===== src/design/sniff_consts.svh =====
// Register map assumes 8-bit Wishbone data, up to 16 registers of up to 8 bytes, FIFO depth a power of two
`ifndef SNIFF_CONSTS_SVH
`define SNIFF_CONSTS_SVH

// FIFO sizing
`define SNIFF_FIFO_DEPTH 16
`define SNIFF_FIFO_THRESH 14

// Wishbone address split into register number and byte index
`define SNIFF_ADR_W 7
`define SNIFF_BYTE_IDX_W 3

// Register numbers
`define REG_ARM 0
`define REG_TIMESTAMPS_DISABLE 1
`define REG_PATTERN 2
`define REG_PATTERN_MASK 3
`define REG_PATTERN_BYTES 4
`define REG_TRIGGER_ENABLE 5
`define REG_CAPTURE_LEN 6
`define REG_FIFO_STAT 7
`define REG_FIFO_RD 8

// Pattern and mask width in bytes
`define PATTERN_BYTES 8

// Status byte bit positions; bits 1 and 2 read as zero
`define FIFO_STAT_EMPTY 0
`define FIFO_STAT_FULL 3
`define FIFO_STAT_OVERFLOW_BLOCKED 4
`define FIFO_STAT_FULL_THRESHOLD 5

// Data field of the stream-empty marker
`define STRM_EMPTY_DATA 8'hFF

`endif


===== src/design/sniff_pkg.sv =====
// Entry layout is fixed at 18 bits with the command always in the top two bits of both views
`default_nettype none

package sniff_pkg;

   // Command carried in every FIFO entry
   typedef enum logic [1:0] {
      DATA = 2'd0,
      STAT = 2'd1,
      TIME = 2'd2,
      STRM = 2'd3
   } fe_cmd_t;

   // Data and status entries
   typedef struct packed {
      fe_cmd_t    cmd;
      logic [2:0] short_time;
      logic [4:0] stat;
      logic [7:0] data;
   } fe_short_t;

   // Full-time entry
   typedef struct packed {
      fe_cmd_t     cmd;
      logic [15:0] full_time;
   } fe_long_t;

   // One FIFO word, decoded by its command
   typedef union packed {
      fe_short_t short_view;
      fe_long_t  long_view;
   } fe_entry_u;

endpackage

`default_nettype wire


===== src/design/sniff_entry_packer.sv =====
// Capture side has no back-pressure; events seen while the FIFO is near full are lost
`timescale 1ns/1ns
`default_nettype none

module sniff_entry_packer (
   input  wire                  cwusb_clk,
   input  wire                  reset_i,
   input  wire                  capture_wr_i,
   input  wire sniff_pkg::fe_cmd_t capture_cmd_i,
   input  wire [15:0]           capture_time_i,
   input  wire [7:0]            capture_data_i,
   input  wire [4:0]            capture_stat_i,
   input  wire                  almost_full_i,
   input  wire                  arm_set_i,
   output logic                 push_o,
   output sniff_pkg::fe_entry_u push_entry_o,
   output logic                 overflow_blocked_o
);

   import sniff_pkg::*;

   logic accept;
   logic blocked;

   assign accept  = capture_wr_i & ~almost_full_i;
   assign blocked = capture_wr_i & almost_full_i;

   always_ff @(posedge cwusb_clk) begin
      if (reset_i) begin
         push_o             <= 1'b0;
         overflow_blocked_o <= 1'b0;
      end else begin
         push_o <= accept;
         // Sticky until the next arm
         if (blocked) begin
            overflow_blocked_o <= 1'b1;
         end else if (arm_set_i) begin
            overflow_blocked_o <= 1'b0;
         end
      end
   end

   always_ff @(posedge cwusb_clk) begin
      if (accept) begin
         case (capture_cmd_i)
            DATA: push_entry_o.short_view <= '{cmd: DATA, short_time: capture_time_i[2:0],
                                               stat: capture_stat_i, data: capture_data_i};
            STAT: push_entry_o.short_view <= '{cmd: STAT, short_time: capture_time_i[2:0],
                                               stat: capture_stat_i, data: 8'h00};
            // Full timestamp
            default: push_entry_o.long_view <= '{cmd: capture_cmd_i,
                                                 full_time: capture_time_i};
         endcase
      end
   end

endmodule

`default_nettype wire


===== src/design/sniff_fifo.sv =====
// DEPTH must be a power of two; almost-full counts the entry written in the same cycle
`timescale 1ns/1ns
`default_nettype none
`include "sniff_consts.svh"

module sniff_fifo #(
   parameter int DEPTH = `SNIFF_FIFO_DEPTH
) (
   input  wire                      cwusb_clk,
   input  wire                      reset_i,
   input  wire                      push_i,
   input  wire sniff_pkg::fe_entry_u push_entry_i,
   input  wire                      pop_i,
   output sniff_pkg::fe_entry_u     head_entry_o,
   output logic                     empty_o,
   output logic                     full_o,
   output logic                     almost_full_o
);

   import sniff_pkg::*;

   localparam int AW = $clog2(DEPTH);

   fe_entry_u     mem [DEPTH];
   logic [AW-1:0] wr_ptr;
   logic [AW-1:0] rd_ptr;
   logic [AW:0]   count;
   logic [AW:0]   count_next;

   assign count_next = count + (AW+1)'(push_i) - (AW+1)'(pop_i);

   always_ff @(posedge cwusb_clk) begin
      if (push_i) begin
         mem[wr_ptr] <= push_entry_i;
      end
   end

   // Pointers wrap naturally at DEPTH
   always_ff @(posedge cwusb_clk) begin
      if (reset_i) begin
         wr_ptr <= '0;
         rd_ptr <= '0;
         count  <= '0;
      end else begin
         if (push_i) begin
            wr_ptr <= wr_ptr + 1'b1;
         end
         if (pop_i) begin
            rd_ptr <= rd_ptr + 1'b1;
         end
         count <= count_next;
      end
   end

   // Show-ahead head
   assign head_entry_o = mem[rd_ptr];

   assign empty_o = (count == '0);
   assign full_o  = (count == (AW+1)'(DEPTH));

   // Includes an in-flight push so back-to-back writes stop exactly at the threshold
   assign almost_full_o = (count_next >= (AW+1)'(`SNIFF_FIFO_THRESH));

   // Packer and reader must respect the flags
   a_no_xrun: assert property (@(posedge cwusb_clk) disable iff (reset_i)
      !(pop_i && empty_o) && !(push_i && full_o));

endmodule

`default_nettype wire


===== src/design/sniff_fifo_reader.sv =====
// Host reads each entry as bytes 0, 1, 2 in that order; byte 3 reads zero
`timescale 1ns/1ns
`default_nettype none
`include "sniff_consts.svh"

module sniff_fifo_reader (
   input  wire                      cwusb_clk,
   input  wire                      reset_i,
   input  wire                      fifo_byte_rd_i,
   input  wire [1:0]                fifo_byte_sel_i,
   input  wire                      arm_set_i,
   input  wire                      arm_i,
   input  wire sniff_pkg::fe_entry_u head_entry_i,
   input  wire                      empty_i,
   output logic                     pop_o,
   output logic [7:0]               fifo_byte_o,
   output logic                     capture_arm_o
);

   import sniff_pkg::*;

   fe_entry_u marker;
   fe_entry_u src_entry;
   fe_entry_u hold_q;
   logic      rd_first;
   logic      flushing;
   logic      arm_q;

   // Stream-empty marker
   always_comb begin
      marker = '0;
      marker.short_view.cmd  = STRM;
      marker.short_view.data = `STRM_EMPTY_DATA;
   end

   assign src_entry = empty_i ? marker : head_entry_i;
   assign rd_first  = fifo_byte_rd_i & (fifo_byte_sel_i == 2'd0);
   assign pop_o     = ~empty_i & (rd_first | flushing);

   always_ff @(posedge cwusb_clk) begin
      if (rd_first) begin
         hold_q <= src_entry;
      end
   end

   //////////////////////////////////////////////////////////////////////
   // Flush on arm
   //////////////////////////////////////////////////////////////////////

   always_ff @(posedge cwusb_clk) begin
      if (reset_i) begin
         flushing <= 1'b0;
         arm_q    <= 1'b0;
      end else begin
         arm_q <= arm_i;
         if (arm_set_i) begin
            flushing <= 1'b1;
         end else if (empty_i) begin
            flushing <= 1'b0;
         end
      end
   end

   assign capture_arm_o = arm_q & ~flushing;

   // Byte 0 straight from the source, the rest from the held copy
   always_comb begin
      case (fifo_byte_sel_i)
         2'd0:    fifo_byte_o = src_entry[7:0];
         2'd1:    fifo_byte_o = hold_q[15:8];
         2'd2:    fifo_byte_o = {6'b0, hold_q[17:16]};
         default: fifo_byte_o = 8'h00;
      endcase
   end

   // Arm shows only once the flush has drained the FIFO
   a_arm_after_flush: assert property (@(posedge cwusb_clk) disable iff (reset_i)
      $rose(capture_arm_o) |-> empty_i);

endmodule

`default_nettype wire


===== src/design/sniff_reg_bank.sv =====
// Wishbone classic slave, 8-bit data; the master holds cyc and stb until ack, which lasts one cycle
`timescale 1ns/1ns
`default_nettype none
`include "sniff_consts.svh"

module sniff_reg_bank (
   input  wire                         cwusb_clk,
   input  wire                         reset_i,
   input  wire                         wb_cyc_i,
   input  wire                         wb_stb_i,
   input  wire                         wb_we_i,
   input  wire [`SNIFF_ADR_W-1:0]      wb_adr_i,
   input  wire [7:0]                   wb_dat_i,
   output logic [7:0]                  wb_dat_o,
   output logic                        wb_ack_o,
   input  wire                         capture_started_i,
   input  wire                         fifo_empty_i,
   input  wire                         fifo_full_i,
   input  wire                         fifo_almost_full_i,
   input  wire                         overflow_blocked_i,
   input  wire [7:0]                   fifo_byte_i,
   input  wire                         capture_arm_i,
   output logic                        arm_set_o,
   output logic                        arm_o,
   output logic                        capture_arm_o,
   output logic                        fifo_byte_rd_o,
   output logic [1:0]                  fifo_byte_sel_o,
   output logic                        timestamps_disable_o,
   output logic [8*`PATTERN_BYTES-1:0] pattern_o,
   output logic [8*`PATTERN_BYTES-1:0] pattern_mask_o,
   output logic [7:0]                  pattern_bytes_o,
   output logic                        trigger_enable_o,
   output logic [15:0]                 capture_len_o
);

   logic [`SNIFF_ADR_W-`SNIFF_BYTE_IDX_W-1:0] reg_num;
   logic [`SNIFF_BYTE_IDX_W-1:0]              byte_idx;
   logic                                      wr_acc;
   logic                                      rd_acc;
   logic                                      arm_q;
   logic [7:0]                                fifo_stat;

   assign reg_num  = wb_adr_i[`SNIFF_ADR_W-1:`SNIFF_BYTE_IDX_W];
   assign byte_idx = wb_adr_i[`SNIFF_BYTE_IDX_W-1:0];

   // Access happens in the ack cycle
   assign wr_acc = wb_ack_o & wb_cyc_i & wb_stb_i & wb_we_i;
   assign rd_acc = wb_ack_o & wb_cyc_i & wb_stb_i & ~wb_we_i;

   always_ff @(posedge cwusb_clk) begin
      if (reset_i) begin
         wb_ack_o <= 1'b0;
      end else begin
         wb_ack_o <= wb_cyc_i & wb_stb_i & ~wb_ack_o;
      end
   end

   //////////////////////////////////////////////////////////////////////
   // Configuration registers
   //////////////////////////////////////////////////////////////////////

   always_ff @(posedge cwusb_clk) begin
      if (reset_i) begin
         timestamps_disable_o <= 1'b0;
         pattern_o            <= '0;
         pattern_mask_o       <= '0;
         pattern_bytes_o      <= '0;
         trigger_enable_o     <= 1'b0;
         capture_len_o        <= '0;
      end else if (wr_acc) begin
         case (reg_num)
            `REG_TIMESTAMPS_DISABLE: timestamps_disable_o <= wb_dat_i[0];
            `REG_PATTERN:            pattern_o[byte_idx*8 +: 8] <= wb_dat_i;
            `REG_PATTERN_MASK:       pattern_mask_o[byte_idx*8 +: 8] <= wb_dat_i;
            `REG_PATTERN_BYTES:      pattern_bytes_o <= wb_dat_i;
            `REG_TRIGGER_ENABLE:     trigger_enable_o <= wb_dat_i[0];
            // Two bytes only
            `REG_CAPTURE_LEN:        capture_len_o[byte_idx[0]*8 +: 8] <= wb_dat_i;
            default: ;
         endcase
      end
   end

   // Arm flag: set by host, cleared once the trigger path starts capturing
   always_ff @(posedge cwusb_clk) begin
      if (reset_i) begin
         arm_q <= 1'b0;
      end else if (wr_acc && (reg_num == `REG_ARM)) begin
         arm_q <= wb_dat_i[0];
      end else if (capture_started_i) begin
         arm_q <= 1'b0;
      end
   end

   assign arm_set_o     = wr_acc & (reg_num == `REG_ARM) & wb_dat_i[0];
   assign arm_o         = arm_q;
   assign capture_arm_o = capture_arm_i;

   //////////////////////////////////////////////////////////////////////
   // Read side
   //////////////////////////////////////////////////////////////////////

   always_comb begin
      fifo_stat = '0;
      fifo_stat[`FIFO_STAT_EMPTY]            = fifo_empty_i;
      fifo_stat[`FIFO_STAT_FULL]             = fifo_full_i;
      fifo_stat[`FIFO_STAT_OVERFLOW_BLOCKED] = overflow_blocked_i;
      fifo_stat[`FIFO_STAT_FULL_THRESHOLD]   = fifo_almost_full_i & ~fifo_full_i;
   end

   assign fifo_byte_rd_o  = rd_acc & (reg_num == `REG_FIFO_RD);
   assign fifo_byte_sel_o = byte_idx[1:0];

   always_comb begin
      case (reg_num)
         `REG_ARM:                wb_dat_o = {7'b0, arm_q};
         `REG_TIMESTAMPS_DISABLE: wb_dat_o = {7'b0, timestamps_disable_o};
         `REG_PATTERN:            wb_dat_o = pattern_o[byte_idx*8 +: 8];
         `REG_PATTERN_MASK:       wb_dat_o = pattern_mask_o[byte_idx*8 +: 8];
         `REG_PATTERN_BYTES:      wb_dat_o = pattern_bytes_o;
         `REG_TRIGGER_ENABLE:     wb_dat_o = {7'b0, trigger_enable_o};
         `REG_CAPTURE_LEN:        wb_dat_o = capture_len_o[byte_idx[0]*8 +: 8];
         `REG_FIFO_STAT:          wb_dat_o = fifo_stat;
         `REG_FIFO_RD:            wb_dat_o = fifo_byte_i;
         default:                 wb_dat_o = 8'h00;
      endcase
   end

endmodule

`default_nettype wire


===== src/design/usb_sniffer_top.sv =====
// Single clock domain; capture events arrive already in cwusb_clk
`timescale 1ns/1ns
`default_nettype none
`include "sniff_consts.svh"

module usb_sniffer_top (
   input  wire                         cwusb_clk,
   input  wire                         reset_i,
   input  wire                         wb_cyc_i,
   input  wire                         wb_stb_i,
   input  wire                         wb_we_i,
   input  wire [`SNIFF_ADR_W-1:0]      wb_adr_i,
   input  wire [7:0]                   wb_dat_i,
   output wire [7:0]                   wb_dat_o,
   output wire                         wb_ack_o,
   input  wire                         capture_wr_i,
   input  wire sniff_pkg::fe_cmd_t     capture_cmd_i,
   input  wire [15:0]                  capture_time_i,
   input  wire [7:0]                   capture_data_i,
   input  wire [4:0]                   capture_stat_i,
   input  wire                         capture_started_i,
   output wire                         capture_arm_o,
   output wire                         timestamps_disable_o,
   output wire [8*`PATTERN_BYTES-1:0]  pattern_o,
   output wire [8*`PATTERN_BYTES-1:0]  pattern_mask_o,
   output wire [7:0]                   pattern_bytes_o,
   output wire                         trigger_enable_o,
   output wire [15:0]                  capture_len_o,
   output wire                         fifo_full_o,
   output wire                         overflow_blocked_o
);

   import sniff_pkg::*;

   logic       push;
   fe_entry_u  push_entry;
   logic       pop;
   fe_entry_u  head_entry;
   logic       fifo_empty;
   logic       fifo_almost_full;
   logic       arm_set;
   logic       arm_flag;
   logic       reader_arm;
   logic       fifo_byte_rd;
   logic [1:0] fifo_byte_sel;
   logic [7:0] fifo_byte;

   sniff_reg_bank u_reg_bank (
      .cwusb_clk            (cwusb_clk),
      .reset_i              (reset_i),
      .wb_cyc_i             (wb_cyc_i),
      .wb_stb_i             (wb_stb_i),
      .wb_we_i              (wb_we_i),
      .wb_adr_i             (wb_adr_i),
      .wb_dat_i             (wb_dat_i),
      .wb_dat_o             (wb_dat_o),
      .wb_ack_o             (wb_ack_o),
      .capture_started_i    (capture_started_i),
      .fifo_empty_i         (fifo_empty),
      .fifo_full_i          (fifo_full_o),
      .fifo_almost_full_i   (fifo_almost_full),
      .overflow_blocked_i   (overflow_blocked_o),
      .fifo_byte_i          (fifo_byte),
      .capture_arm_i        (reader_arm),
      .arm_set_o            (arm_set),
      .arm_o                (arm_flag),
      .capture_arm_o        (capture_arm_o),
      .fifo_byte_rd_o       (fifo_byte_rd),
      .fifo_byte_sel_o      (fifo_byte_sel),
      .timestamps_disable_o (timestamps_disable_o),
      .pattern_o            (pattern_o),
      .pattern_mask_o       (pattern_mask_o),
      .pattern_bytes_o      (pattern_bytes_o),
      .trigger_enable_o     (trigger_enable_o),
      .capture_len_o        (capture_len_o)
   );

   sniff_entry_packer u_packer (
      .cwusb_clk          (cwusb_clk),
      .reset_i            (reset_i),
      .capture_wr_i       (capture_wr_i),
      .capture_cmd_i      (capture_cmd_i),
      .capture_time_i     (capture_time_i),
      .capture_data_i     (capture_data_i),
      .capture_stat_i     (capture_stat_i),
      .almost_full_i      (fifo_almost_full),
      .arm_set_i          (arm_set),
      .push_o             (push),
      .push_entry_o       (push_entry),
      .overflow_blocked_o (overflow_blocked_o)
   );

   sniff_fifo u_fifo (
      .cwusb_clk     (cwusb_clk),
      .reset_i       (reset_i),
      .push_i        (push),
      .push_entry_i  (push_entry),
      .pop_i         (pop),
      .head_entry_o  (head_entry),
      .empty_o       (fifo_empty),
      .full_o        (fifo_full_o),
      .almost_full_o (fifo_almost_full)
   );

   sniff_fifo_reader u_reader (
      .cwusb_clk       (cwusb_clk),
      .reset_i         (reset_i),
      .fifo_byte_rd_i  (fifo_byte_rd),
      .fifo_byte_sel_i (fifo_byte_sel),
      .arm_set_i       (arm_set),
      .arm_i           (arm_flag),
      .head_entry_i    (head_entry),
      .empty_i         (fifo_empty),
      .pop_o           (pop),
      .fifo_byte_o     (fifo_byte),
      .capture_arm_o   (reader_arm)
   );

endmodule

`default_nettype wire


===== config.mk =====
export PLATFORM = sky130hd
export DESIGN_NAME = usb_sniffer_top
export DESIGN_NICKNAME = d
export VERILOG_FILES = /design/src/design/sniff_pkg.sv /design/src/design/sniff_entry_packer.sv /design/src/design/sniff_fifo.sv /design/src/design/sniff_fifo_reader.sv /design/src/design/sniff_reg_bank.sv /design/src/design/usb_sniffer_top.sv
export VERILOG_INCLUDE_DIRS = /design/src /design/src/design
export SDC_FILE = /design/constraint.sdc
export NUM_CORES = 1
export LEC_CHECK = 0
export BUFFER_PORTS_ARGS = -buffer_cell sky130_fd_sc_hd__buf_2
export CORE_AREA = 2 2 180 270
export DETAILED_ROUTE_END_ITERATION = 10
export DIE_AREA = 0 0 182 272
export GPL_TIMING_DRIVEN = 0
export PLACE_DENSITY = 0.71
export SYNTH_ARGS = -nofsm -noshare
export SYNTH_HDL_FRONTEND = slang
export SYNTH_SLANG_ARGS = --single-unit

===== constraint.sdc =====
create_clock -name cwusb_clk -period 5.2 [get_ports cwusb_clk]
set_input_delay 0.26 -clock cwusb_clk [delete_from_list [all_inputs] [get_ports cwusb_clk]]
set_output_delay 0.26 -clock cwusb_clk [all_outputs]
set_load 0.03 [all_outputs]

=== Yosys cells after proc, flatten, opt, wreduce, memory -nomap -nowiden ===
Memories as Yosys holds them, arrays and structs flattened. A register that Yosys moved wholly into a read port is not among the register bits.
Cells that the tools add are included.

* Register bits: 201
* Latch bits: 0
* Memory bits (writable): 288
* ROM bits: 0
* Bits of input ports: 53
* Output and inout bits: 166
* Word-level logic and storage cells: 97
* Memories kept: 1

{| class="wikitable"
|+ Memory list
! name !! depth !! bits a word !! rd ports !! clocked after memory_dff !! write ports !! RTL line !! text
|-
| u_fifo.mem || 16 || 18 || 1 || 1 || 1 || sniff_fifo.sv:24 || <nowiki>fe_entry_u mem [DEPTH];</nowiki>
|}

* Add/sub/neg operators: 6
* Multiply operators: 0
* Divide/modulo/power cells: 0
* Magnitude comparators: 1
* Equality and inequality tests: 12
* Shifts and indexed selects: 7
* Mux-type cells: 17
* Bitwise operators: 22
* Reduce and logical (&&, ||, !) cells: 14

{| class="wikitable"
|+ Operator list
! kind !! number
|-
| 64-bit bitwise mux || 2
|-
| 64-bit by 7-bit variable part select with 8-bit output || 2
|-
| 8-bit case mux with 9 select lines || 1
|-
| 8-bit by 34-bit variable shift with 64-bit output, first input constant || 1
|-
| 8-bit by 34-bit variable part select with 64-bit output || 1
|-
| 18-bit case mux with 2 select lines || 1
|-
| 4-bit negation with 34-bit output || 1
|-
| 6-bit negation with 34-bit output || 1
|-
| 8-bit by 34-bit variable shift with 16-bit output, first input constant || 1
|-
| 8-bit by 34-bit variable part select with 16-bit output || 1
|-
| 8-bit case mux with 3 select lines || 1
|-
| 16-bit bitwise mux || 1
|-
| 4-bit by 3-bit == test with 1-bit output, second input constant || 4
|-
| 16-bit by 5-bit variable part select with 8-bit output || 1
|-
| 1-bit AND || 15
|-
| 2-bit AND reduction || 6
|-
| 4-bit by 1-bit adder with 4-bit output, second input constant || 2
|-
| 4-bit by 2-bit == test with 1-bit output, second input constant || 2
|-
| 1-bit 2-to-1 mux || 8
|-
| 4-bit 2-to-1 mux || 2
|-
| 8-bit 2-to-1 mux || 1
|-
| 1-bit NOT || 6
|-
| 2-bit nonzero test || 3
|-
| 5-bit by 1-bit adder with 5-bit output || 1
|-
| 12 further kinds || 14
|}

=== Depth between registers and ports, before layout ===
Gate-level depths: netlist of the first run.

* Depth after elaboration: 11
* Gate-level depth with buffers: 15
* Mapped depth without buffers: 15

=== Modules after synthesis ===
Synthesis of the first run repeated with hierarchy kept, for this count alone.

* Cells, all modules: 1,555
* Area total of the unflattened synthesis: 21,134.0 um2

{| class="wikitable"
|+ By module, submodules not included
! module !! instances !! cells an instance !! area an instance (um2) !! sequential area each (um2)
|-
| sniff_fifo || 1 || 541 || 11,763.8 || 8,988.6
|-
| sniff_reg_bank || 1 || 908 || 7,810.0 || 3,123.0
|-
| sniff_entry_packer || 1 || 46 || 817.0 || 580.6
|-
| sniff_fifo_reader || 1 || 60 || 743.2 || 340.3
|}

=== Worst setup path after synthesis of the first run ===
No wires, ideal clock.

* Kind: input -> register
* From: in wb_adr_i[4]
* To: reg u_packer.push_entry_o[0] (netlist name) (enable)
* Setup time: 0.393 ns
* Arrival: 3.673 ns
* Data required time: 4.807 ns
* Setup slack: 1.135 ns
* Cell stages on the path: 12
* Path buffers: 0
* Cell sequence: or4b_4 -> nor4_4 -> o21a_2 -> ha_1 -> inv_1 -> ha_1 -> fa_1 -> a21oi_1 -> o21bai_1 -> xnor2_1 -> o21ai_0 -> nor2_1

* Word-level cells in the longest chain between the ends: 9

{| class="wikitable"
|+ Ends and longest elaborated chain
! what !! RTL line !! text
|-
| start, declared || usb_sniffer_top.sv:12 || <nowiki>input wire [`SNIFF_ADR_W-1:0] wb_adr_i,</nowiki>
|-
| 4-bit == test (no line) || - ||
|-
| 1-bit AND || sniff_reg_bank.sv:111 || <nowiki>assign fifo_byte_rd_o = rd_acc & (reg_num == `REG_FIFO_RD);</nowiki>
|-
| 1-bit AND || sniff_fifo_reader.sv:37 || <nowiki>assign rd_first = fifo_byte_rd_i & (fifo_byte_sel_i == 2'd0);</nowiki>
|-
| via u_reader.rd_first || sniff_fifo_reader.sv:25 || <nowiki>logic rd_first;</nowiki>
|-
| 1-bit OR || sniff_fifo_reader.sv:38 || <nowiki>assign pop_o = ~empty_i & (rd_first | flushing);</nowiki>
|-
| 1-bit AND || sniff_fifo_reader.sv:38 ||
|-
| 5-bit by 1-bit subtractor with 5-bit output || sniff_fifo.sv:30 || <nowiki>assign count_next = count + (AW+1)'(push_i) - (AW+1)'(pop_i);</nowiki>
|-
| 5-bit by 4-bit >= comparator with 1-bit output || sniff_fifo.sv:62 || <nowiki>assign almost_full_o = (count_next >= (AW+1)'(`SNIFF_FIFO_THRESH));</nowiki>
|-
| 1-bit NOT || sniff_entry_packer.sv:25 || <nowiki>assign accept = capture_wr_i & ~almost_full_i;</nowiki>
|-
| 1-bit AND || sniff_entry_packer.sv:25 ||
|-
| via u_packer.accept || sniff_entry_packer.sv:22 || <nowiki>logic accept;</nowiki>
|-
| end, declared || sniff_entry_packer.sv:16 || <nowiki>output sniff_pkg::fe_entry_u push_entry_o,</nowiki>
|}

The timed path passes the listed nets, and every way through them passes these cells.
A chain may end at the register's enable or synchronous reset.

=== Worst setup path after layout of the first run ===
* From: reg u_fifo.count[2]
* To: out wb_dat_o[5]

* Word-level cells in the longest chain between the ends: 7
* Elaborated cells on any way between the ends: 12
* Those cells by class: 2 x add/sub; 1 x order compare; 1 x eq/ne; 3 x mux; 4 x bitwise; 1 x reduce/logical

{| class="wikitable"
|+ Ends and longest elaborated chain
! what !! RTL line !! text
|-
| start, declared || sniff_fifo.sv:27 || <nowiki>logic [AW:0] count;</nowiki>
|-
| start signal, assigned || sniff_fifo.sv:51 || <nowiki>count <= count_next;</nowiki>
|-
| parallel branches: the longest is 6 deep, another holds 5-bit by 1-bit adder with 5-bit output || - ||
|-
| 8-bit case mux with 9 select lines (*) || sniff_reg_bank.sv:115 || <nowiki>case (reg_num)</nowiki>
|-
| end, declared || usb_sniffer_top.sv:14 || <nowiki>output wire [7:0] wb_dat_o,</nowiki>
|}

Every way passes the cells marked *.

==> run metrics, run 1 <==
post-synthesis sequential area ratio=63.47%; Setup CP Type=register to output pin; fin util=51.30%; CP top delay family=compound AO/OA/AOI/OAI gates; Logic pwr share=10.2%; Die Footprint=49500 µm²; Avg Synthesized Cell Area=approximately 14 µm²; slowest CP cell=or4b_2; Synth Cell Area=20530 µm²; NetSw=0.002394 W; #FFs+latches synth=493; Hold Path Origin=capture_wr_i; crit end category=output pin; # placed instances=2325; Main synth FF type=edfxtp_1; Pwr per Cell Area=381.7 nW/µm²; Worst Setup Start Kind=register; YS warnings=0; WP data required=4.94 ns; Cells after Synth=between 1500 and 2000; worst vdd ir=0.0003077 V; critical-path cell list=inv_1 > ha_1 > or4b_2 > clkbuf_1 > o21a_2 > ha_1 > inv_1 > ha_1 > fa_1 > a21oi_1 > o21bai_1 > xnor2_1 > o21ai_2 > a221oi_2 > o21ai_0 > buf_2; Setup Skew=around 0.029 ns; asr flop ratio synth=0%; internal power=0.006874 W; max-slew violation count=0; Final min period=4.947 ns; largest net degree at the start of global routing=19; Yosys cell types=between 60 and 70; min-delay worst type=input pin to register; f_max=202.1 MHz; worst reg2reg startpoint=u_fifo.count[2]; Critical Path Start=u_fifo.count[2]; clock network latency to the later pin of the worst-skew pair=~0.6 ns; Area growth syn-to-layout=18.26%; Clk pwr share=37.3%; initial drt markers=1389; Post-CTS Setup Bufs=0; fin nets=1876; number of detailed-route iterations in the first pass=8; Cell Count, Final, Fillers Out=2442; worst slew pin tran=1.419 ns; Setup TNS=0 ns; Arr. time, crit path=4.69 ns; Via Count=14350; die height=272 µm; drt total wl=71080 µm; cell row count=98; DPL Wire Length=51610 µm; layout cells sized above 1=23.95%; Syn Nets=1578; RSZ-0062 raised after global routing=no; CP dominant cell by count=ha_1; Initial Utilization=43.38%; CTS tree=done; peak per-stage delay on the critical path=0.58 ns; post-route ant nets=0; Max Cap Viol=0; CTS Sinks=493; status=finished, final reports clean; WL/cell=29.11 µm; total CTS buffers=46; initial antenna violation count=2; Switching Share=roughly a quarter; endpoints failing setup=0; final worst-path cycle share=95.13%; total gr overflow=0; sequential share of power=a little over half; I/O Buffers=about 220; worst-path fanout max=6; global-route wire length before repair=101800 µm; total power draw=0.009269 W; vias per std cell=5.877; RePlAce Congestion=about 1; CTS max path bufs=3; H-tree depth=2; Die Wd=around 180 µm; Root Buffer=clkbuf_16; WP buf/inv=4; Core Box Area=47330 µm²; DR DRC count=0; static leakage=between 8 and 9 nW; slew margin rel.=5.412%; Total GRT Usage=around 29%; Fin. Hold Viols=0; I/O pin count=219; EDFF count, synth=316; fill cell count=4009; vias in the first global route=14400; Worst-path clk slew=roughly 0.060 ns
synthesized netlist by cell type (all sizes together) (5+ instances only):
cell type | number | area, µm²
nand4 | 13 | 81.33
ha | 17 | 212.7
mux2 | 10 | 112.6
a22o | 10 | 87.58
xor2 | 5 | 43.79
nor2b | 17 | 106.4
o211ai | 5 | 37.54
nand2 | 180 | 675.7
and3 | 11 | 68.82
a21oi | 84 | 420.4
xnor2 | 5 | 43.79
buf | 38 | 225.2
mux4 | 93 | 2098
a32oi | 8 | 70.07
edfxtp | 316 | 9489
a31oi | 12 | 75.07
dfxtp | 177 | 3543
inv | 12 | 45.04
nand3 | 99 | 495.5
o21ai | 13 | 65.06
nor2 | 113 | 429.2
nor3 | 14 | 97.59
mux2i | 108 | 1081
and2 | 42 | 262.8
clkbuf | 51 | 191.4
cell usage in the layout (no fill, tap or decap), drive strengths merged, types with 12 or more instances in the layout:
cell	instances
edfxtp	316
buf	256
nand2	180
dfxtp	177
nor2	113
clkbuf	110
mux2i	108
nand3	99
mux4	93
a21oi	84
and2	42
dlygate4sd3	32
nor2b	17
ha	17
clkinv	17
inv	14
nor3	14
nand4	13
o21ai	13
a31oi	12
per-layer routing:
metal | track usage [%] | routed length, µm | vias up
met1 | 30.83 | 24190 | 7138
met5 | 0 | 7 | -
met2 | 52.08 | 36830 | 757
met4 | 18.23 | 5337 | 2
li1 | - | - | 6245
met3 | 4.867 | 4719 | 209
stage by stage:
stage / area (µm²) / hold slack, ns / setup WS [ns]
floorplan: 20530 / 0.3783 / 1.135
global placement: 22370 / 0.4578 / -0.5047
detailed placement: 22400 / 0.4705 / 0.08807
CTS: 24280 / 0.01243 / 0.06560
global route: 24280 / 0.02586 / 0.02943
finish: 24280 / 0.02011 / 0.2531
power groups by stage:
stage / Combinational [W] / Clock (W) / Sequential, W
after floorplan: 0.000518 / 0 / 0.00485
after CTS: 0.000929 / 0.00348 / 0.00487
after global placement: 0.000847 / 0 / 0.00492
after global routing: 0.000999 / 0.00364 / 0.00491
after detailed placement: 0.000897 / 0 / 0.00495
final: 0.000945 / 0.00345 / 0.00487
final timing paths:
kind,end,slack [ns],cells after the start
max reg2reg,u_packer.push_entry_o[8],1.10,15
max,wb_dat_o[5],0.25,16
min,u_packer.push_o,0.02,3
min reg2reg,u_reg_bank.pattern_mask_o[12],0.48,2
layout make-up:
| type | instances | area, µm² | area share [%] |
|---|---|---|---|
| Clock buffer | 59 | 1260 | 5.189 |
| Sequential cell | 493 | 13030 | 53.67 |
| Multi-Input combinational cell | 912 | 7056 | 29.06 |
| Clock inverter | 25 | 294.0 | 1.211 |
| Timing Repair Buffer | 250 | 1421 | 5.854 |
| Buffer | 89 | 416.7 | 1.716 |
| Tap cell | 600 | 750.7 | 3.092 |
| Inverter | 13 | 48.80 | 0.2010 |
| Antenna cell | 1 | 2.502 | 0.01031 |
timing repair:
action,4_1_cts,5_1_grt
gates resized for setup,1,2
hold endpoints to repair,19,0
hold buffers,32,0
setup endpoints to repair,1,1
pin swaps,0,1
state kept, by name, indices dropped and copies added (netlist names), 4 cells and up, named ones only:
name                        count
u_reg_bank.capture_len_o       16
u_reg_bank.pattern_o           64
u_reader.hold_q                10
u_packer.push_entry_o          18
u_fifo.wr_ptr                   4
u_reg_bank.pattern_mask_o      64
u_fifo.count                    5
u_reg_bank.pattern_bytes_o      8
u_fifo.rd_ptr                   4
u_fifo.mem                    288
worst reg2reg max path, stage by stage, from the launching register on:
cell and delay (ns):
dfxtp_1 0.33, inv_1 0.08, ha_1 0.19, or4b_2 0.58
clkbuf_1 0.25, o21a_2 0.23, ha_1 0.28, inv_1 0.04
ha_1 0.20, fa_1 0.41, a21oi_1 0.14, o21bai_1 0.09
xnor2_1 0.27, o21ai_2 0.19, nor2_2 0.29, buf_8 0.23
logic make-up (layout without fill, tap and decap cells):
group,Yosys count,in the layout,synth area share (%)
AOI/OAI and AO/OA,157,157,4.723
xor gates and xnor gates,10,10,0.4265
adders and majority gates,18,18,1.133
buffers and inverters,102,436,2.267
DFF,493,493,63.47
muxes,211,211,16.03
other,0,1,0
and+or+nand+nor,516,516,11.95
Note: power is estimated with default switching activity, not from simulation.
==> run 2: changes to the inputs <==
- ABC_AREA: unset -> 1
- CORE_AREA: 2 2 180 270 -> 2 2 182 274
- DIE_AREA: 0 0 182 272 -> 0 0 184 276
==> run 2 against run 1 <==
Effect of this change: synthesized cell count increased by 48%; area after synthesis increased by 2.6%; register-to-register slack improved by 0.12 ns; core utilization increased by 0.54 points; global-route usage increased by 2.2 points; hold slack got worse by 0.0021 ns; sequential power increased by 4.9%; critical path depth increased by 4.
==> run metrics, run 2 <==
status=finished, final reports clean; Setup CP Type=register to output pin; asr flop ratio synth=0%; Synth Cell Area=~21000 µm²; final worst-path cycle share=92.13%; Yosys cell types=45; Yosys top cell by area=edfxtp_1; vias in the first global route=17970; Clk pwr share=37.3%; Core Box Area=48310 µm²; slowest CP cell=nor2_2; max-slew violation count=0; Arr. time, crit path=4.53 ns; f_max=208.7 MHz; r2r setup slk=1.22 ns; Switching Share=27.12%; Root Buffer=clkbuf_16; I/O Buffers=215; Cells after Synth=between 2000 and 2500; clock network latency to the later pin of the worst-skew pair=0.60 ns; internal power=0.007012 W; min-delay worst type=input pin to register; post-synthesis sequential area ratio=61.85%; Initial Utilization=43.62%; endpoints failing setup=0; Final min period=4.791 ns; H-tree depth=2; Syn Nets=2296; fin util=51.85%; DPL Wire Length=about 59000 µm; post-route ant nets=0; Register-to-Register Path Depth=17; worst-path fanout max=10; CTS tree=done; Worst-path clk slew=0.06 ns; Main synth FF type=edfxtp_1; #FFs+latches synth=493; peak per-stage delay on the critical path=0.58 ns; fin nets=2597; initial drt markers=approximately 1900; CP dominant cell by count=inv_1; global-route wire length before repair=114400 µm; die height=276 µm; number of detailed-route iterations in the first pass=6; drt total wl=80070 µm; synth top area cells=edfxtp_1 45%, dfxtp_1 17%, nand2_1 6.5%; ANT cells=0; largest net degree at the start of global routing=19; CTS max path bufs=3; Pwr per Cell Area=384.1 nW/µm²; DR DRC count=0; Fin. Hold Viols=0; slew margin rel.=22.95%; most numerous cell in the Yosys netlist=nand2_1; initial antenna violation count=1; worst vdd ir=0.0003860 V; top flop regs=u_fifo.mem x288, u_reg_bank.pattern_mask_o x64, u_reg_bank.pattern_o x64; crit end category=output pin; vias per std cell=roughly 5.8; Setup Skew=between 0.02 and 0.025 ns; total CTS buffers=46; critical-path cell list=inv_1 > ha_1 > nand3_1 > nor2_2 > inv_1 > nand2_2 > inv_1 > ha_1 > inv_1 > ha_1 > fa_1 > xnor2_1 > nor2_1 > nand3_1 > nand2_1 > a21oi_1 > nand2_1 > inv_1 > nand2_1 > buf_2; post-cts resize count=0; top cells by count, synth=364 x nand2_1, 316 x edfxtp_1, 295 x nor2_1; Worst Setup Start Kind=register; Max Cap Viol=0; Total GRT Usage=30.89%; CTS Sinks=approximately 490; WP data required=between 4 and 5 ns; Logic pwr share=9.5%; EDFF count, synth=316; design area=25050 µm²; most frequent cells in the layout=364 x nand2_1, 316 x edfxtp_1, 278 x nor2_1, 268 x o21ai_0, 255 x buf_2; YS warnings=0; WL/cell=25.27 µm; Via Count=approximately 18000; worst slew pin tran=1.147 ns; Largest Register=u_fifo.mem; commonest non-fill, non-tap cell in the layout=nand2_1; RSZ-0062 raised after global routing=no; Die Footprint=50780 µm²; Avg Synthesized Cell Area=9.470 µm²; max reg flops=288; layout cells sized above 1=16.07%; Setup TNS=0 ns; worst r2r dst=u_packer.push_entry_o[9]; Die Wd=184 µm; instance count on the critical path=20; Area growth syn-to-layout=18.87%; RePlAce Congestion=1.029; total power draw=0.009621 W; NetSw=0.002609 W; WP buf/inv=6; CP top delay family=simple AND/OR/NAND/NOR gates; I/O pin count=219; static leakage=9.891 nW; total gr overflow=0; worst reg2reg startpoint=u_fifo.count[3]; Critical Path Start=u_fifo.count[3]; placed cell areas=23230 µm²; cell row count=99; CP Capture Point=wb_dat_o[5]; share of the synthesized area in the top cell type=45.04%; sequential share of power=53.2%
-- run 2: final cells by class --
cell class                      instances  area, µm²
Multi-Input combinational cell       1441       6884
Buffer                                134      613.1
Timing Repair Buffer                  253       1578
Tap cell                              606      758.2
Clock buffer                           60       1234
Inverter                              157      593.1
Sequential cell                       493      13030
Fill cell                            4334      23260
Clock inverter                         25      354.1
-- run 2: kinds of logic after synthesis --
| group | share of synthesized area (%) |
|---|---|
| AOI/OAI and AO/OA | 12.37 |
| xor gates and xnor gates | 0.2079 |
| adders and majority gates | 1.104 |
| buffers and inverters | 5.724 |
| DFF | 61.85 |
| and+or+nand+nor | 18.74 |
-- run 2: timing repair --
action,CTS,global route
buffers inserted,0,0
hold buffers,23,0
endpoints found under the hold margin,18,0
-- run 2: how the worst min path moves through the flow --
| stage | start | end | slack, ns | depth (start not counted) |
|---|---|---|---|---|
| finish | capture_data_i[1] | u_packer.push_entry_o[1] | 0.02 | 3 |
| global route | capture_data_i[1] | u_packer.push_entry_o[1] | 0.04 | 3 |
| CTS | capture_data_i[1] | u_packer.push_entry_o[1] | 0.009 | 3 |
| detailed placement | u_reg_bank.trigger_enable_o | u_reg_bank.trigger_enable_o | 0.46 | 2 |
| global placement | u_reg_bank.arm_o | u_reg_bank.arm_o | 0.45 | 2 |
| floorplan | wb_cyc_i | u_reg_bank.wb_ack_o | 0.38 | 2 |
-- run 2: power groups by stage --
stage                     clock network [W]  registers [W]  logic, W
after floorplan                           0        0.00500  0.000480
after global placement                    0        0.00516  0.000816
after detailed placement                  0        0.00518  0.000874
after CTS                           0.00357        0.00510  0.000896
after global routing                0.00374        0.00514  0.000974
final                               0.00359        0.00511  0.000917
-- run 2: worst min-delay path, cell delays in order --
cell and delay (ns):
buf_2 0.08, inv_1 0.03, o22ai_1 0.11
-- run 2: per-layer routing --
layer / track usage (%) / vias to the layer above / part of all wire [%]
met5: 0 / - / 0.016
met4: 22.42 / 2 / 8.5
met3: 4.755 / 302 / 7.3
met2: 55.23 / 1098 / 50
met1: 32.59 / 8720 / 34
li1: - / 8241 / -
-- run 2: stage by stage --
step,hold slack [ns],setup WS [ns],instances
after global routing,0.04054,0.2013,3169
after floorplan,0.3783,1.365,2225
final,0.01799,0.4095,3169
after global placement,0.4472,-0.2061,3046
after CTS,0.009478,0.4886,3169
after detailed placement,0.4574,0.6587,3061
==> run 3: changes to the inputs <==
- clock period: 5.2 -> 5.8 ns (I/O delays scaled with it)
==> run 3 against run 2 <==
Effect of this change: non-clock buffer count fell by 2; first-iteration DRC count rose by 4.2%; cell count barely moved; highest routed layer unchanged; core utilization barely moved; clock-buffer cell count did not move; flip-flop and latch count did not move; hold slack improved by 0.0018 ns; die area did not move; via count fell by 0.18%.
==> run metrics, run 3 (synthesized netlist as in run 2, its figures left out) <==
status=finished, final reports clean; WP buf/inv=6; design area=25030 µm²; total CTS buffers=46; Final min period=4.811 ns; Root Buffer=clkbuf_16; I/O pin count=219; worst slew pin tran=1.141 ns; min-delay worst type=input pin to register; RSZ-0062 raised after global routing=no; clock network latency to the later pin of the worst-skew pair=0.60 ns; commonest non-fill, non-tap cell in the layout=nand2_1; crit end category=output pin; Area growth syn-to-layout=18.78%; I/O Buffers=215; static leakage=9.883 nW; slowest CP cell=nor2_2; CP top delay family=simple AND/OR/NAND/NOR gates; fin nets=2595; vias in the first global route=17980; Worst-path clk slew=0.06 ns; Pwr per Cell Area=344.7 nW/µm²; WL/cell=roughly 25 µm; Die Footprint=50780 µm²; DPL Wire Length=between 50000 and 60000 µm; Arr. time, crit path=4.52 ns; WP data required=5.51 ns; final worst-path cycle share=82.95%; vias per std cell=~5.8; initial antenna violation count=1; CTS tree=done; Fin Hold WS=0.01982 ns; f_max=207.9 MHz; Setup TNS=0 ns; peak per-stage delay on the critical path=0.59 ns; placed cell areas=23230 µm²; number of detailed-route iterations in the first pass=6; total gr overflow=0; Total GRT Usage=30.89%; ANT cells=0; Initial Utilization=43.62%; cell row count=99; Worst Setup Start Kind=register; most frequent cells in the layout=364 x nand2_1, 316 x edfxtp_1, 278 x nor2_1, 268 x o21ai_0, 255 x buf_2; Largest Register=u_fifo.mem; Max Cap Viol=0; max reg flops=between 200 and 300; RePlAce Congestion=between 1 and 1.5; Fin. Hold Viols=0; Setup CP Type=register to output pin; Setup Skew=roughly 0.023 ns; CP dominant cell by count=inv_1; top flop regs=u_fifo.mem x288, u_reg_bank.pattern_mask_o x64, u_reg_bank.pattern_o x64; worst-path fanout max=10; Worst Setup Slack, final=0.9890 ns; CTS max path bufs=3; CTS Sinks=roughly 490; Die Wd=184 µm; total power draw=0.008627 W; drt total wl=around 80000 µm; critical-path cell list=inv_1 > ha_1 > nand3_1 > nor2_2 > inv_1 > nand2_2 > inv_1 > ha_1 > inv_1 > ha_1 > fa_1 > xnor2_1 > nor2_1 > nand3_1 > nand2_1 > a21oi_1 > nand2_1 > inv_1 > nand2_1 > buf_2; global-route wire length before repair=114500 µm; Core Box Area=48310 µm²; H-tree depth=2; die height=276 µm; pre-CTS setup slack=1.199 ns; worst vdd ir=0.0003444 V; largest net degree at the start of global routing=19; post-route ant nets=0; DR DRC count=0; max-slew violation count=0; layout cells sized above 1=about 16%; Via Count=18330; endpoints failing setup=0; initial drt markers=1967; slew margin rel.=about a quarter
==> run 3: cell count changes in the layout (fill, tap and decap cells not counted) <==
cell           change
dlygate4sd3_1      -2
==> run 3: area by class of cell <==
class,count,area [µm²]
Buffer,134,613.1
Clock buffer,60,1234
Clock inverter,25,354.1
Fill cell,4339,23280
Inverter,157,593.1
Multi-Input combinational cell,1441,6884
Sequential cell,493,13030
Tap cell,606,758.2
Timing Repair Buffer,251,1558
==> run 3: path summary, 6_finish.rpt <==
path	from	endpoint	slack, ns	depth (start not counted)
setup / recovery	u_fifo.count[3]	wb_dat_o[5]	0.99	20
setup reg to reg	u_fifo.count[3]	u_packer.push_entry_o[9]	1.84	17
hold reg to reg	u_reg_bank.capture_len_o[4]	u_reg_bank.capture_len_o[4]	0.47	2
hold / removal	capture_time_i[15]	u_packer.push_entry_o[15]	0.02	3
==> run 3: what timing repair did <==
item                                   CTS  global route
hold buffers                            21             0
buffers inserted                         0             0
resized for setup                        0             0
endpoints found under the hold margin   15             0
==> run 3: worst register-to-register path: stages (launching register included) <==
cell and delay (ns):
dfxtp_1 0.33, inv_1 0.08, ha_1 0.19, nand3_1 0.10, nor2_2 0.59, inv_1 0.21
nand2_2 0.18, inv_1 0.11, ha_1 0.28, inv_1 0.04, ha_1 0.20, fa_1 0.40
xnor2_1 0.24, nor2_1 0.06, nand3_1 0.10, nand2_1 0.18, nor2_2 0.17, buf_8 0.21
==> run 3: metrics by stage <==
step,utilization [%],cells
after floorplan,-,2225
after global placement,47.41,3046
after detailed placement,48.08,3061
after CTS,51.81,3167
after global routing,51.81,3167
final,51.81,3167
==> run 3: power by group <==
part / switching (W) / total, W / internal (W) / leakage (nW)
clock network: 0.00138 / 0.00322 / 0.00183 / 0.770
logic: 0.000609 / 0.000824 / 0.000215 / 4.83
registers: 0.000347 / 0.00459 / 0.00424 / 4.29
==> run 3: per-layer routing <==
metal  wire length (µm)  vias to the layer above  GRT usage (%)
li1                   -                     8240              -
met1              26680                     8674          32.72
met2              40400                     1084          55.15
met3               6212                      330          4.742
met4               6814                        2          22.32
met5                 13                        -              0
